File: config.mk
export PLATFORM = sky130hd
export DESIGN_NAME = irq_soc_top
export DESIGN_NICKNAME = d
export VERILOG_FILES = /design/src/rtl/soc_irq_pkg.sv /design/src/rtl/irq_gpio.sv /design/src/rtl/irq_clint.sv /design/src/rtl/irq_plic.sv /design/src/rtl/irq_soc_top.sv
export VERILOG_INCLUDE_DIRS = /design/src /design/src/rtl
export SDC_FILE = /design/constraint.sdc
export NUM_CORES = 1
export LEC_CHECK = 0
export BUFFER_PORTS_ARGS = -buffer_cell sky130_fd_sc_hd__buf_4
export CAP_MARGIN = 20
export CELL_PAD_IN_SITES_DETAIL_PLACEMENT = 1
export CELL_PAD_IN_SITES_GLOBAL_PLACEMENT = 2
export CORE_UTILIZATION = 35
export DETAILED_ROUTE_END_ITERATION = 8
export PLACE_DENSITY = 0.72
export SYNTH_ARGS = -nofsm -noshare
export SYNTH_HDL_FRONTEND = slang
export SYNTH_HIERARCHICAL = 1
export SYNTH_SLANG_ARGS = --single-unit
File: constraint.sdc
create_clock -name i_sys_clk -period 20.4 [get_ports i_sys_clk]
set_clock_uncertainty 0.1 [all_clocks]
set_input_delay 2.04 -clock i_sys_clk [delete_from_list [all_inputs] [get_ports i_sys_clk]]
set_output_delay 2.04 -clock i_sys_clk [all_outputs]
set_load 0.03 [all_outputs]
File: src/rtl/soc_irq_defs.svh
`ifndef SOC_IRQ_DEFS_SVH
`define SOC_IRQ_DEFS_SVH

// Widths
`define SOC_GPIO_WIDTH 8                // GPIO pins, also PLIC sources
`define SOC_PRIO_BITS 3
`define SOC_REG_AW 8                    // Byte address
`define SOC_DATA_W 32
`define SOC_SEL_W 2
`define SOC_MTIME_W 64
`define SOC_ID_W 4                      // Claim id 0..8

// Block select codes
`define SOC_SEL_GPIO 2'd0
`define SOC_SEL_CLINT 2'd1
`define SOC_SEL_PLIC 2'd2

// GPIO register offsets
`define SOC_GPIO_IN 8'h00               // Synced pin value
`define SOC_GPIO_IE 8'h04
`define SOC_GPIO_PEND 8'h08             // Write 1 to clear
`define SOC_GPIO_OUT 8'h0C
`define SOC_GPIO_DIR 8'h10

// CLINT register offsets
`define SOC_CLINT_MSIP 8'h00
`define SOC_CLINT_CMP_LO 8'h08
`define SOC_CLINT_CMP_HI 8'h0C
`define SOC_CLINT_TIME_LO 8'h10
`define SOC_CLINT_TIME_HI 8'h14

// PLIC register offsets
`define SOC_PLIC_PRIO 8'h00             // Source n at 4*(n-1)
`define SOC_PLIC_ENA0 8'h20
`define SOC_PLIC_ENA1 8'h24
`define SOC_PLIC_THR0 8'h28
`define SOC_PLIC_THR1 8'h2C
`define SOC_PLIC_CLAIM0 8'h30
`define SOC_PLIC_CLAIM1 8'h34

`endif

File: src/rtl/soc_irq_pkg.sv
`include "soc_irq_defs.svh"

package soc_irq_pkg;

    // Plain vectors for widths with a meaning
    typedef logic [`SOC_REG_AW-1:0] reg_addr_t;
    typedef logic [`SOC_DATA_W-1:0] reg_data_t;
    typedef logic [`SOC_SEL_W-1:0] blk_sel_t;
    typedef logic [`SOC_GPIO_WIDTH-1:0] irq_vec_t;    // One bit per pin or source
    typedef logic [`SOC_PRIO_BITS-1:0] prio_t;        // Priority or threshold
    typedef logic [`SOC_MTIME_W-1:0] mtime_t;

    // Register bus request, one cycle strobe
    typedef struct packed
    {
        logic valid;
        logic write;
        blk_sel_t sel;
        reg_addr_t addr;
        reg_data_t wdata;
    } reg_req_t;

    // Response one cycle after the request
    // rdata stays zero when valid is low so responses can be ORed
    typedef struct packed
    {
        logic valid;
        reg_data_t rdata;
    } reg_rsp_t;

endpackage: soc_irq_pkg

File: src/rtl/irq_gpio.sv
`timescale 1ns/10ps
`include "soc_irq_defs.svh"

module irq_gpio
(
    input logic i_clk,
    input logic i_arst_n,
    input soc_irq_pkg::reg_req_t i_req,
    output soc_irq_pkg::reg_rsp_t o_rsp,
    input soc_irq_pkg::irq_vec_t i_gpio,                 // Asynchronous pins
    output soc_irq_pkg::irq_vec_t o_gpio,
    output soc_irq_pkg::irq_vec_t o_gpio_dir,
    output soc_irq_pkg::irq_vec_t o_irq
);

soc_irq_pkg::irq_vec_t gpio_meta;
soc_irq_pkg::irq_vec_t gpio_sync;
soc_irq_pkg::irq_vec_t gpio_prev;                       // For edge detect
soc_irq_pkg::irq_vec_t irq_ena;
soc_irq_pkg::irq_vec_t pending;
soc_irq_pkg::irq_vec_t rise;
soc_irq_pkg::irq_vec_t pend_clr;
soc_irq_pkg::reg_data_t rdata;
logic req_hit;
logic wr_hit;
logic pend_wr;

assign req_hit = i_req.valid && (i_req.sel == `SOC_SEL_GPIO);
assign wr_hit = req_hit && i_req.write;
assign pend_wr = wr_hit && (i_req.addr == `SOC_GPIO_PEND);

assign rise = gpio_sync & ~gpio_prev;
assign pend_clr = pend_wr ? soc_irq_pkg::irq_vec_t'(i_req.wdata) : '0;

// Read mux on current register values
always_comb
begin
    case (i_req.addr)
        `SOC_GPIO_IN:   rdata = soc_irq_pkg::reg_data_t'(gpio_sync);
        `SOC_GPIO_IE:   rdata = soc_irq_pkg::reg_data_t'(irq_ena);
        `SOC_GPIO_PEND: rdata = soc_irq_pkg::reg_data_t'(pending);
        `SOC_GPIO_OUT:  rdata = soc_irq_pkg::reg_data_t'(o_gpio);
        `SOC_GPIO_DIR:  rdata = soc_irq_pkg::reg_data_t'(o_gpio_dir);
        default:        rdata = '0;
    endcase
end

always_ff @(posedge i_clk or negedge i_arst_n)
begin
    if (!i_arst_n)
    begin
        gpio_meta <= '0;
        gpio_sync <= '0;
        gpio_prev <= '0;
        irq_ena <= '0;
        pending <= '0;
        o_gpio <= '0;
        o_gpio_dir <= '0;
        o_irq <= '0;
        o_rsp <= '0;
    end
    else
    begin
        gpio_meta <= i_gpio;
        gpio_sync <= gpio_meta;
        gpio_prev <= gpio_sync;
        pending <= (pending & ~pend_clr) | rise;        // Edge wins over clear
        o_irq <= pending & irq_ena;
        if (wr_hit)
        begin
            case (i_req.addr)
                `SOC_GPIO_IE:  irq_ena <= soc_irq_pkg::irq_vec_t'(i_req.wdata);
                `SOC_GPIO_OUT: o_gpio <= soc_irq_pkg::irq_vec_t'(i_req.wdata);
                `SOC_GPIO_DIR: o_gpio_dir <= soc_irq_pkg::irq_vec_t'(i_req.wdata);
                default: ;
            endcase
        end
        o_rsp.valid <= req_hit;
        o_rsp.rdata <= (req_hit && !i_req.write) ? rdata : '0;
    end
end

// Each response needs its own selected request
a_rsp_single: assert property (@(posedge i_clk) disable iff (!i_arst_n)
    o_rsp.valid && !req_hit |=> !o_rsp.valid);

// Pending only falls through a write to the pending register
a_pend_hold: assert property (@(posedge i_clk) disable iff (!i_arst_n)
    !pend_wr |=> ((pending & $past(pending)) == $past(pending)));

endmodule: irq_gpio

File: src/rtl/irq_clint.sv
`timescale 1ns/10ps
`include "soc_irq_defs.svh"

module irq_clint
(
    input logic i_clk,
    input logic i_arst_n,
    input soc_irq_pkg::reg_req_t i_req,
    output soc_irq_pkg::reg_rsp_t o_rsp,
    output logic o_mtip,                                // Timer interrupt
    output logic o_msip                                 // Software interrupt
);

soc_irq_pkg::mtime_t mtime;
soc_irq_pkg::mtime_t mtimecmp;
soc_irq_pkg::reg_data_t rdata;
logic req_hit;
logic wr_hit;

assign req_hit = i_req.valid && (i_req.sel == `SOC_SEL_CLINT);
assign wr_hit = req_hit && i_req.write;

always_comb
begin
    case (i_req.addr)
        `SOC_CLINT_MSIP:    rdata = soc_irq_pkg::reg_data_t'(o_msip);
        `SOC_CLINT_CMP_LO:  rdata = mtimecmp[`SOC_DATA_W-1:0];
        `SOC_CLINT_CMP_HI:  rdata = mtimecmp[`SOC_MTIME_W-1:`SOC_DATA_W];
        `SOC_CLINT_TIME_LO: rdata = mtime[`SOC_DATA_W-1:0];
        `SOC_CLINT_TIME_HI: rdata = mtime[`SOC_MTIME_W-1:`SOC_DATA_W];
        default:            rdata = '0;
    endcase
end

// Free running timer
// A write to one half replaces this cycle's increment
always_ff @(posedge i_clk or negedge i_arst_n)
begin
    if (!i_arst_n)
    begin
        mtime <= '0;
    end
    else if (wr_hit && (i_req.addr == `SOC_CLINT_TIME_LO))
    begin
        mtime <= {mtime[`SOC_MTIME_W-1:`SOC_DATA_W], i_req.wdata};
    end
    else if (wr_hit && (i_req.addr == `SOC_CLINT_TIME_HI))
    begin
        mtime <= {i_req.wdata, mtime[`SOC_DATA_W-1:0]};
    end
    else
    begin
        mtime <= mtime + 1'b1;
    end
end

always_ff @(posedge i_clk or negedge i_arst_n)
begin
    if (!i_arst_n)
    begin
        mtimecmp <= '1;                                 // Compare never hits
        o_msip <= 1'b0;
        o_mtip <= 1'b0;
        o_rsp <= '0;
    end
    else
    begin
        o_mtip <= (mtime >= mtimecmp);
        if (wr_hit)
        begin
            case (i_req.addr)
                `SOC_CLINT_MSIP:   o_msip <= i_req.wdata[0];
                `SOC_CLINT_CMP_LO: mtimecmp[`SOC_DATA_W-1:0] <= i_req.wdata;
                `SOC_CLINT_CMP_HI: mtimecmp[`SOC_MTIME_W-1:`SOC_DATA_W] <= i_req.wdata;
                default: ;
            endcase
        end
        o_rsp.valid <= req_hit;
        o_rsp.rdata <= (req_hit && !i_req.write) ? rdata : '0;
    end
end

// No timer interrupt while compare is parked at all ones
a_mtip_parked: assert property (@(posedge i_clk) disable iff (!i_arst_n)
    (&mtimecmp) && !(&mtime) |=> !o_mtip);

endmodule: irq_clint

File: src/rtl/irq_plic.sv
`timescale 1ns/10ps
`include "soc_irq_defs.svh"

module irq_plic
(
    input logic i_clk,
    input logic i_arst_n,
    input soc_irq_pkg::reg_req_t i_req,
    input soc_irq_pkg::reg_rsp_t i_gpio_rsp,
    input soc_irq_pkg::reg_rsp_t i_clint_rsp,
    output soc_irq_pkg::reg_rsp_t o_rsp,                // Merged bus response
    input soc_irq_pkg::irq_vec_t i_irq,
    output logic o_meip,                                // Context 0
    output logic o_seip                                 // Context 1
);

soc_irq_pkg::prio_t [`SOC_GPIO_WIDTH-1:0] prio;         // Index 0 is source id 1
soc_irq_pkg::irq_vec_t ena0;
soc_irq_pkg::irq_vec_t ena1;
soc_irq_pkg::prio_t thr0;
soc_irq_pkg::prio_t thr1;
logic [`SOC_ID_W-1:0] claim0;
logic [`SOC_ID_W-1:0] claim1;
soc_irq_pkg::reg_addr_t prio_off;
logic [$clog2(`SOC_GPIO_WIDTH)-1:0] prio_idx;
logic prio_hit;
soc_irq_pkg::reg_data_t rdata;
soc_irq_pkg::reg_rsp_t own_rsp;
logic req_hit;
logic wr_hit;

// Highest priority above threshold, ties to the lowest id, 0 when none
function automatic logic [`SOC_ID_W-1:0] pick_id(
    input soc_irq_pkg::irq_vec_t lines,
    input soc_irq_pkg::prio_t [`SOC_GPIO_WIDTH-1:0] pr,
    input soc_irq_pkg::prio_t thr
);
    logic [`SOC_ID_W-1:0] best_id;
    soc_irq_pkg::prio_t best_pr;

    best_id = '0;
    best_pr = thr;                                      // Must beat the threshold
    for (int i = 0; i < `SOC_GPIO_WIDTH; i++)
    begin
        if (lines[i] && (pr[i] > best_pr))              // Strict so ties keep lower id
        begin
            best_pr = pr[i];
            best_id = `SOC_ID_W'(i + 1);
        end
    end
    return best_id;
endfunction

assign claim0 = pick_id(i_irq & ena0, prio, thr0);
assign claim1 = pick_id(i_irq & ena1, prio, thr1);
assign o_meip = (claim0 != '0);
assign o_seip = (claim1 != '0);

assign req_hit = i_req.valid && (i_req.sel == `SOC_SEL_PLIC);
assign wr_hit = req_hit && i_req.write;

// Priority array decode
assign prio_off = i_req.addr - `SOC_PLIC_PRIO;
assign prio_hit = (prio_off < soc_irq_pkg::reg_addr_t'(4 * `SOC_GPIO_WIDTH))
                  && (prio_off[1:0] == 2'b00);
assign prio_idx = prio_off[2 +: $clog2(`SOC_GPIO_WIDTH)];

always_comb
begin
    if (prio_hit)
    begin
        rdata = soc_irq_pkg::reg_data_t'(prio[prio_idx]);
    end
    else
    begin
        case (i_req.addr)
            `SOC_PLIC_ENA0:   rdata = soc_irq_pkg::reg_data_t'(ena0);
            `SOC_PLIC_ENA1:   rdata = soc_irq_pkg::reg_data_t'(ena1);
            `SOC_PLIC_THR0:   rdata = soc_irq_pkg::reg_data_t'(thr0);
            `SOC_PLIC_THR1:   rdata = soc_irq_pkg::reg_data_t'(thr1);
            `SOC_PLIC_CLAIM0: rdata = soc_irq_pkg::reg_data_t'(claim0);  // No side effect
            `SOC_PLIC_CLAIM1: rdata = soc_irq_pkg::reg_data_t'(claim1);
            default:          rdata = '0;
        endcase
    end
end

always_ff @(posedge i_clk or negedge i_arst_n)
begin
    if (!i_arst_n)
    begin
        prio <= '0;
        ena0 <= '0;
        ena1 <= '0;
        thr0 <= '0;
        thr1 <= '0;
        own_rsp <= '0;
    end
    else
    begin
        if (wr_hit && prio_hit)
        begin
            prio[prio_idx] <= i_req.wdata[`SOC_PRIO_BITS-1:0];
        end
        else if (wr_hit)
        begin
            case (i_req.addr)
                `SOC_PLIC_ENA0: ena0 <= i_req.wdata[`SOC_GPIO_WIDTH-1:0];
                `SOC_PLIC_ENA1: ena1 <= i_req.wdata[`SOC_GPIO_WIDTH-1:0];
                `SOC_PLIC_THR0: thr0 <= i_req.wdata[`SOC_PRIO_BITS-1:0];
                `SOC_PLIC_THR1: thr1 <= i_req.wdata[`SOC_PRIO_BITS-1:0];
                default: ;
            endcase
        end
        own_rsp.valid <= req_hit;
        own_rsp.rdata <= (req_hit && !i_req.write) ? rdata : '0;
    end
end

// Idle responses are all zero so a plain OR merges them
assign o_rsp = soc_irq_pkg::reg_rsp_t'(own_rsp | i_gpio_rsp | i_clint_rsp);

// Only one block answers in a cycle
a_rsp_onehot: assert property (@(posedge i_clk) disable iff (!i_arst_n)
    $onehot0({own_rsp.valid, i_gpio_rsp.valid, i_clint_rsp.valid}));

endmodule: irq_plic

File: src/rtl/irq_soc_top.sv
`timescale 1ns/10ps

module irq_soc_top
(
    input logic i_sys_clk,                              // System and bus clock
    input logic i_arst_n,
    input soc_irq_pkg::reg_req_t i_req,
    output soc_irq_pkg::reg_rsp_t o_rsp,
    input soc_irq_pkg::irq_vec_t i_gpio,
    output soc_irq_pkg::irq_vec_t o_gpio,
    output soc_irq_pkg::irq_vec_t o_gpio_dir,
    output logic o_mtip,
    output logic o_msip,
    output logic o_meip,
    output logic o_seip
);

soc_irq_pkg::reg_rsp_t gpio_rsp;
soc_irq_pkg::reg_rsp_t clint_rsp;
soc_irq_pkg::irq_vec_t gpio_irq;                        // GPIO lines into PLIC sources

irq_gpio gpio0
(
    .i_clk(i_sys_clk),
    .i_arst_n(i_arst_n),
    .i_req(i_req),
    .o_rsp(gpio_rsp),
    .i_gpio(i_gpio),
    .o_gpio(o_gpio),
    .o_gpio_dir(o_gpio_dir),
    .o_irq(gpio_irq)
);

irq_clint clint0
(
    .i_clk(i_sys_clk),
    .i_arst_n(i_arst_n),
    .i_req(i_req),
    .o_rsp(clint_rsp),
    .o_mtip(o_mtip),
    .o_msip(o_msip)
);

// PLIC also merges the other two responses
irq_plic plic0
(
    .i_clk(i_sys_clk),
    .i_arst_n(i_arst_n),
    .i_req(i_req),
    .i_gpio_rsp(gpio_rsp),
    .i_clint_rsp(clint_rsp),
    .o_rsp(o_rsp),
    .i_irq(gpio_irq),
    .o_meip(o_meip),
    .o_seip(o_seip)
);

endmodule: irq_soc_top

==> impl_metrics.csv, run 1 <==
group,metric,value,unit
critical_path,cp.arrival,13.25,ns
timing,finalHoldViolCount,0,
pwr,finalPower,1395,uW
yosys,synth.most_common_cell,"dfrtp_1",
timing,relSlewSlack,32.27,%
grt,overflow,0,
floorplan,die_h,224.6,um
grt,grt_max_degree,94,
placement,pre_cts_ws,5.772,ns
yosys,synth_enable_flop_cells,0,
drt,avgViaCountPerCell,5.732,
critical_path,startpoint_type,"flop",
floorplan,std_cell_rows,81,
drt,first_pass_iters,5,
clocking,cts_root_buf,"clkbuf_16",
pwr,ir_drop,0.00004606,V
yosys,synthCells,1825,
placement,place_congestion,0.8589,
placement,place_hpwl,43870,um
grt,grt.total_usage,25.43,%
critical_path,cp.required,18.26,ns
grt,grt_pass1_wl,97360,um
timing,worstMarginPinSlew,1.009,ns
yosys,syn_area,17340,um2
pwr,power.leakage,0.009035,uW
final_layout,fin_cells,2594,
clocking,cts_setup_buffers,0,
clocking,path_clk_slew,0.05,ns
floorplan,start_util,35.42,%
drt,drt_iter0_drc,945,
final_layout,fin_util,40.62,%
flow_run,drv_cap,0,
yosys,synth-seq-cells,291,
final_layout,drive_gt1_share,21.25,%
timing,finalCritPeriodShare,75.45,%
outcome,outcome,"finished, final reports clean",
clocking,clockBufferDepth,3,
critical_path,path_max_fanout,8,
yosys,yosys_warnings,6,
yosys,synth.avg_cell_area,9.500,um2
yosys,ys_types,98,
placement,dpl.cell_count,2529,
drt,drc,0,
yosys,synthTopCellsByCount,"dfrtp_1 (227), nand2_1 (167), nor2_1 (131)",
min_path,min_path_type,"flop to flop",
grt,antenna_found_initial,7,
grt,grt_pass1_vias,15593,
critical_path,worstSetupPathType,"flop to output port",
critical_path,cpPeakStageDelay,0.78,ns
floorplan,die_x,224.6,um
yosys,yosysSeqAreaShare,42.46,%
yosys,post-synth-top-area-cell,"dfrtp_1",
clocking,postCtsHoldBufs,0,
timing,rsz0062_at_grt,"no",
drt,drtAntennaViolNets,0,
clocking,htreeDepth,2,
clocking,cts_tree,"yes",
timing,fin_crit,15.39,ns
floorplan,dieArea,50430,um2
drt,wl_per_cell,24.20,um
critical_path,slowest_stage,"a311oi_1",
clocking,cts_sinks,291,
timing,tns,0,ns
yosys,ys.flop_type,"dfrtp_1",
timing,fmax,0.06497,GHz
placement,io_buffers,106,
final_layout,nNetsFinal,2050,
floorplan,ios,107,
timing,setup_violations,0,
yosys,synth.area.top_cells,"dfrtp_1 (33%), dfstp_2 (9.7%), ha_1 (6.7%)",
yosys,synth_top_area_share,32.76,%
critical_path,endpoint_kind,"output port",
final_layout,area_delta_synth_final,14.69,%
pwr,pwr_density_cell,70.15,nW/um2
floorplan,core,48950,um2
yosys,async_flop_share,100.0,%
timing,maxSlewViolCount,0,
clocking,clk_latency,0.56,ns
drt,dr_total_vias,14870,
timing,fin_ws,5.009,ns
drt,totalWireLength,62770,um
clocking,cts_made_buffers,36,
clocking,cts.repair.resized,0,
-- where the power goes --
group	switching [uW]	internal (uW)
clock network	268	390
logic	72.6	43.7
registers	26.5	594
-- kinds of logic after synthesis --
| logic type | count (synthesis) | synth area share, % |
|---|---|---|
| xor+xnor | 1 | 0.05053 |
| flops | 291 | 42.46 |
| simple gates | 614 | 18.32 |
| compound gates | 481 | 18.14 |
| buf+inv | 218 | 5.326 |
| other cells | 1 | 0.02163 |
| fa+ha+maj | 100 | 7.123 |
| mux | 119 | 8.559 |
-- cell usage in the layout, fill, tap and decap left out, types with 64 or more instances in the layout --
cell,instances
a21oi_1,120
a22oi_1,69
buf_4,122
dfrtp_1,227
dfstp_2,64
ha_1,93
inv_1,110
mux2_2,80
nand2_1,167
nand3_1,74
nor2_1,130
o21ai_0,128
-- flip-flops by register name, indices dropped and copies added, names as in the netlist, 9 cells and up --
name             flops
clint0/mtime        64
clint0/mtimecmp     64
clint0/o_rsp        33
plic0/prio          24
gpio0/o_rsp          9
plic0/own_rsp        9
-- per-layer routing --
metal	vias up	share of wire, %	track usage (%)
met5	-	0.043	0
met4	4	2.4	7.746
met3	87	3.5	2.521
met2	317	47	41.26
met1	7665	47	35.75
li1	6797	-	-
-- final timing paths --
path	start	slack, ns	end	cells past startpoint
max in group asynchronous	i_arst_n	17.30	clint0/o_rsp[25]	2
worst min-delay path	gpio0/gpio_meta[6]	0.25	gpio0/gpio_sync[6]	0
worst max-delay path	plic0/prio[1]	5.01	o_meip	54
min in group asynchronous	i_arst_n	1.36	plic0/prio[16]	1
worst max register to register	plic0/prio[1]	6.92	plic0/own_rsp[0]	55
worst min register to register	gpio0/gpio_meta[6]	0.25	gpio0/gpio_sync[6]	0
-- critical path, delay by kind of cell (launching register included) --
family                   cells  cell delay [ns]
AND/OR/NAND/NOR             22             4.34
multiplexers                 6             2.20
buffers and inverters        3             0.27
flip-flops                   1             0.47
adder cells (fa/ha/maj)     10             2.65
AO/OA/AOI/OAI               13             2.79
-- per-stage QoR --
stage	instance area [um2]	hold WS (ns)
2_1_floorplan	17420	0.2312
3_3_place_gp	18700	0.2318
3_5_place_dp	18700	0.2362
4_1_cts	19880	0.2484
5_1_grt	19880	0.2569
6_report	19890	0.2474
-- layout make-up --
class | count | area (um2)
tap | 664 | 830.8
clock inverter | 9 | 152.6
multi-input combinational | 1339 | 9154
sequential | 291 | 7362
fill | 5556 | 29070
clock buffer | 55 | 1032
antenna | 1 | 2.502
inverter | 112 | 420.4
timing repair buffer | 123 | 930.9
Power figures use the tool's default switching activity.
==> run 2, diff against run 1 <==
==> constraint.sdc (replaced) <==
create_clock -name i_sys_clk -period 14.6 [get_ports i_sys_clk]
set_clock_uncertainty 0.1 [all_clocks]
set_input_delay 1.46 -clock i_sys_clk [delete_from_list [all_inputs] [get_ports i_sys_clk]]
set_output_delay 1.46 -clock i_sys_clk [all_outputs]
set_load 0.03 [all_outputs]
==> run 2 against run 1 <==
Effect of this change: flip-flop and latch count unchanged; final cell count grew 0.39%; first-iteration DRC count increased by 17%; critical endpoint unchanged; design area up 0.88%; register-to-register slack got worse by 4.7 ns; critical path depth is the same; non-clock buffer count increased by 5; die area did not move; utilization up 0.36 points.
==> impl_metrics.csv, run 2 (synthesis results as in run 1) <==
group,metric,value,unit
clocking,cts_made_buffers,37,
grt,grt_pass1_vias,15605,
critical_path,reg2reg_slack,2.18,ns
placement,place_congestion,0.8671,
min_path,whs_path_depth,0,
grt,grt_max_degree,98,
min_path,hold_start,"gpio0/gpio_meta[3]",
floorplan,die_x,224.6,um
timing,finalCritPeriodShare,94.97,%
critical_path,worst_r2r_startpoint,"plic0/prio[1]",
drt,dr.max_layer_used,"met4",
final_layout,nNetsFinal,2056,
critical_path,cpLargestDelayFamily,"simple AND/OR/NAND/NOR gates",
critical_path,path_max_fanout,8,
grt,grt.total_usage,25.57,%
clocking,htreeDepth,2,
critical_path,slowest_stage,"dfrtp_1",
pwr,pwr_density_cell,99.68,nW/um2
placement,io_buffers,106,
final_layout,stdcell_area,20060,um2
placement,pre_cts_ws,0.5147,ns
min_path,hold-path-endpoint,"gpio0/gpio_sync[3]",
pwr,p_clk_share,48.4,%
floorplan,core,48950,um2
drt,wl_met1,29260,um
drt,route.met2.wl,29130,um
clocking,cts_root_buf,"clkbuf_16",
drt,dr_total_vias,14966,
critical_path,startpoint_type,"flop",
critical_path,cp.arrival,12.31,ns
floorplan,start_util,35.42,%
critical_path,critical_path_buf_inv_count,3,
drt,first_pass_iters,5,
pwr,pwr-share-seq,43.4,%
floorplan,dieArea,50430,um2
critical_path,endpoint_kind,"output port",
floorplan,ios,107,
pwr,p_switching,515.0,uW
clocking,cts_sinks,291,
pwr,power.leakage,0.009109,uW
clocking,clockBufferDepth,3,
timing,worstMarginPinSlew,0.9996,ns
critical_path,worst-path-stages,54,
critical_path,reg2reg_to,"plic0/own_rsp[0]",
flow_run,drv_cap,0,
final_layout,largestRegisters,"clint0/mtime (64), clint0/mtimecmp (64), clint0/o_rsp (33)",
grt,grt_pass1_wl,97720,um
drt,wl_per_cell,24.21,um
pwr,power_frac_comb,8.2,%
timing,setup_violations,0,
drt,drc,0,
critical_path,cp.required,13.04,ns
critical_path,worstSetupPathType,"flop to output port",
clocking,path_clk_slew,0.06,ns
final_layout,final_cell_mix,"dfrtp_1 (227), nand2_1 (167), nor2_1 (128), o21ai_0 (128), buf_4 (127)",
placement,place_hpwl,44110,um
floorplan,die_h,224.6,um
final_layout,final_common_cell,"dfrtp_1",
drt,drt_iter0_drc,1110,
placement,post_dp_cell_area,18710,um2
timing,maxSlewViolCount,0,
drt,dr_wl_met3,2982,um
drt,avgViaCountPerCell,5.747,
pwr,p_int,1485,uW
final_layout,fin_util,40.98,%
clocking,clk_latency,0.55,ns
timing,fin_hold_ws,0.2450,ns
timing,fmax,0.07212,GHz
clocking,cts_tree,"yes",
pwr,netSwitchingFraction,25.75,%
floorplan,std_cell_rows,81,
critical_path,crit_top_cell,"ha_1",
pwr,ir_drop,0.00006000,V
drt,drtAntennaViolNets,0,
min_path,min_path_type,"flop to flop",
drt,totalWireLength,63050,um
final_layout,area_delta_synth_final,15.70,%
timing,fin_ws,0.7343,ns
grt,antenna_found_initial,2,
timing,finalHoldViolCount,0,
outcome,outcome,"finished, final reports clean",
critical_path,cpPeakStageDelay,0.48,ns
grt,overflow,0,
timing,fin_crit,13.87,ns
timing,relSlewSlack,33.29,%
critical_path,reg2reg_depth,55,
final_layout,drive_gt1_share,22.04,%
## run 2: cell types whose count changed in the layout (fill, tap and decap cells not counted), sizes merged
cell,delta
diode,+2
buf,+5
bufinv,+2
clkinv,+3
clkbuf,-2
## run 2: how the worst max path moves through the flow
stage              to  slack [ns]           from
2_1_floorplan  o_meip        1.96  plic0/prio[1]
3_3_place_gp   o_meip        0.96  plic0/prio[1]
3_5_place_dp   o_meip        0.51  plic0/prio[1]
4_1_cts        o_meip        0.13  plic0/prio[1]
5_1_grt        o_meip       -0.07  plic0/prio[1]
6_report       o_meip        0.73  plic0/prio[1]
## run 2: area by class of cell
cell class	count	area, um2
Fill cell	5573	28890
Tap cell	664	830.8
Clock buffer	53	1056
Clock inverter	14	209.0
Inverter	112	420.4
Sequential cell	291	7362
Multi-Input combinational cell	1339	9206
Timing Repair Buffer	128	968.4
Antenna cell	3	7.507
## run 2: metrics by stage
| step | std cells | total power, uW | TNS (ns) |
|---|---|---|---|
| 2_1_floorplan | 1848 | 960.1 | 0 |
| 3_3_place_gp | 2530 | 1041 | 0 |
| 3_5_place_dp | 2530 | 1045 | 0 |
| 4_1_cts | 2597 | 2025 | 0 |
| 5_1_grt | 2601 | 2073 | -0.07447 |
| 6_report | 2604 | 2000 | 0 |
## run 2: routing by layer
metal  GRT usage (%)  up-vias
met3           3.723       94
met4           8.163        0
met5               0        -
li1                -     6817
met1           35.76     7697
met2           40.66      358
## run 2: power groups by stage
stage / Combinational [uW] / Sequential [uW] / Clock (uW)
4_1_cts: 165 / 867 / 992
2_1_floorplan: 96.3 / 864 / 0
6_report: 163 / 868 / 968
3_5_place_dp: 165 / 881 / 0
3_3_place_gp: 160 / 880 / 0
5_1_grt: 181 / 871 / 1020
## run 2: timing repair
action / 4_1_cts / 5_1_grt
setup endpoints to repair: 1 / 1
buffers inserted: 0 / 4
hold buffers: 0 / 0
pin swaps: 0 / 3
resized for setup: 1 / 8
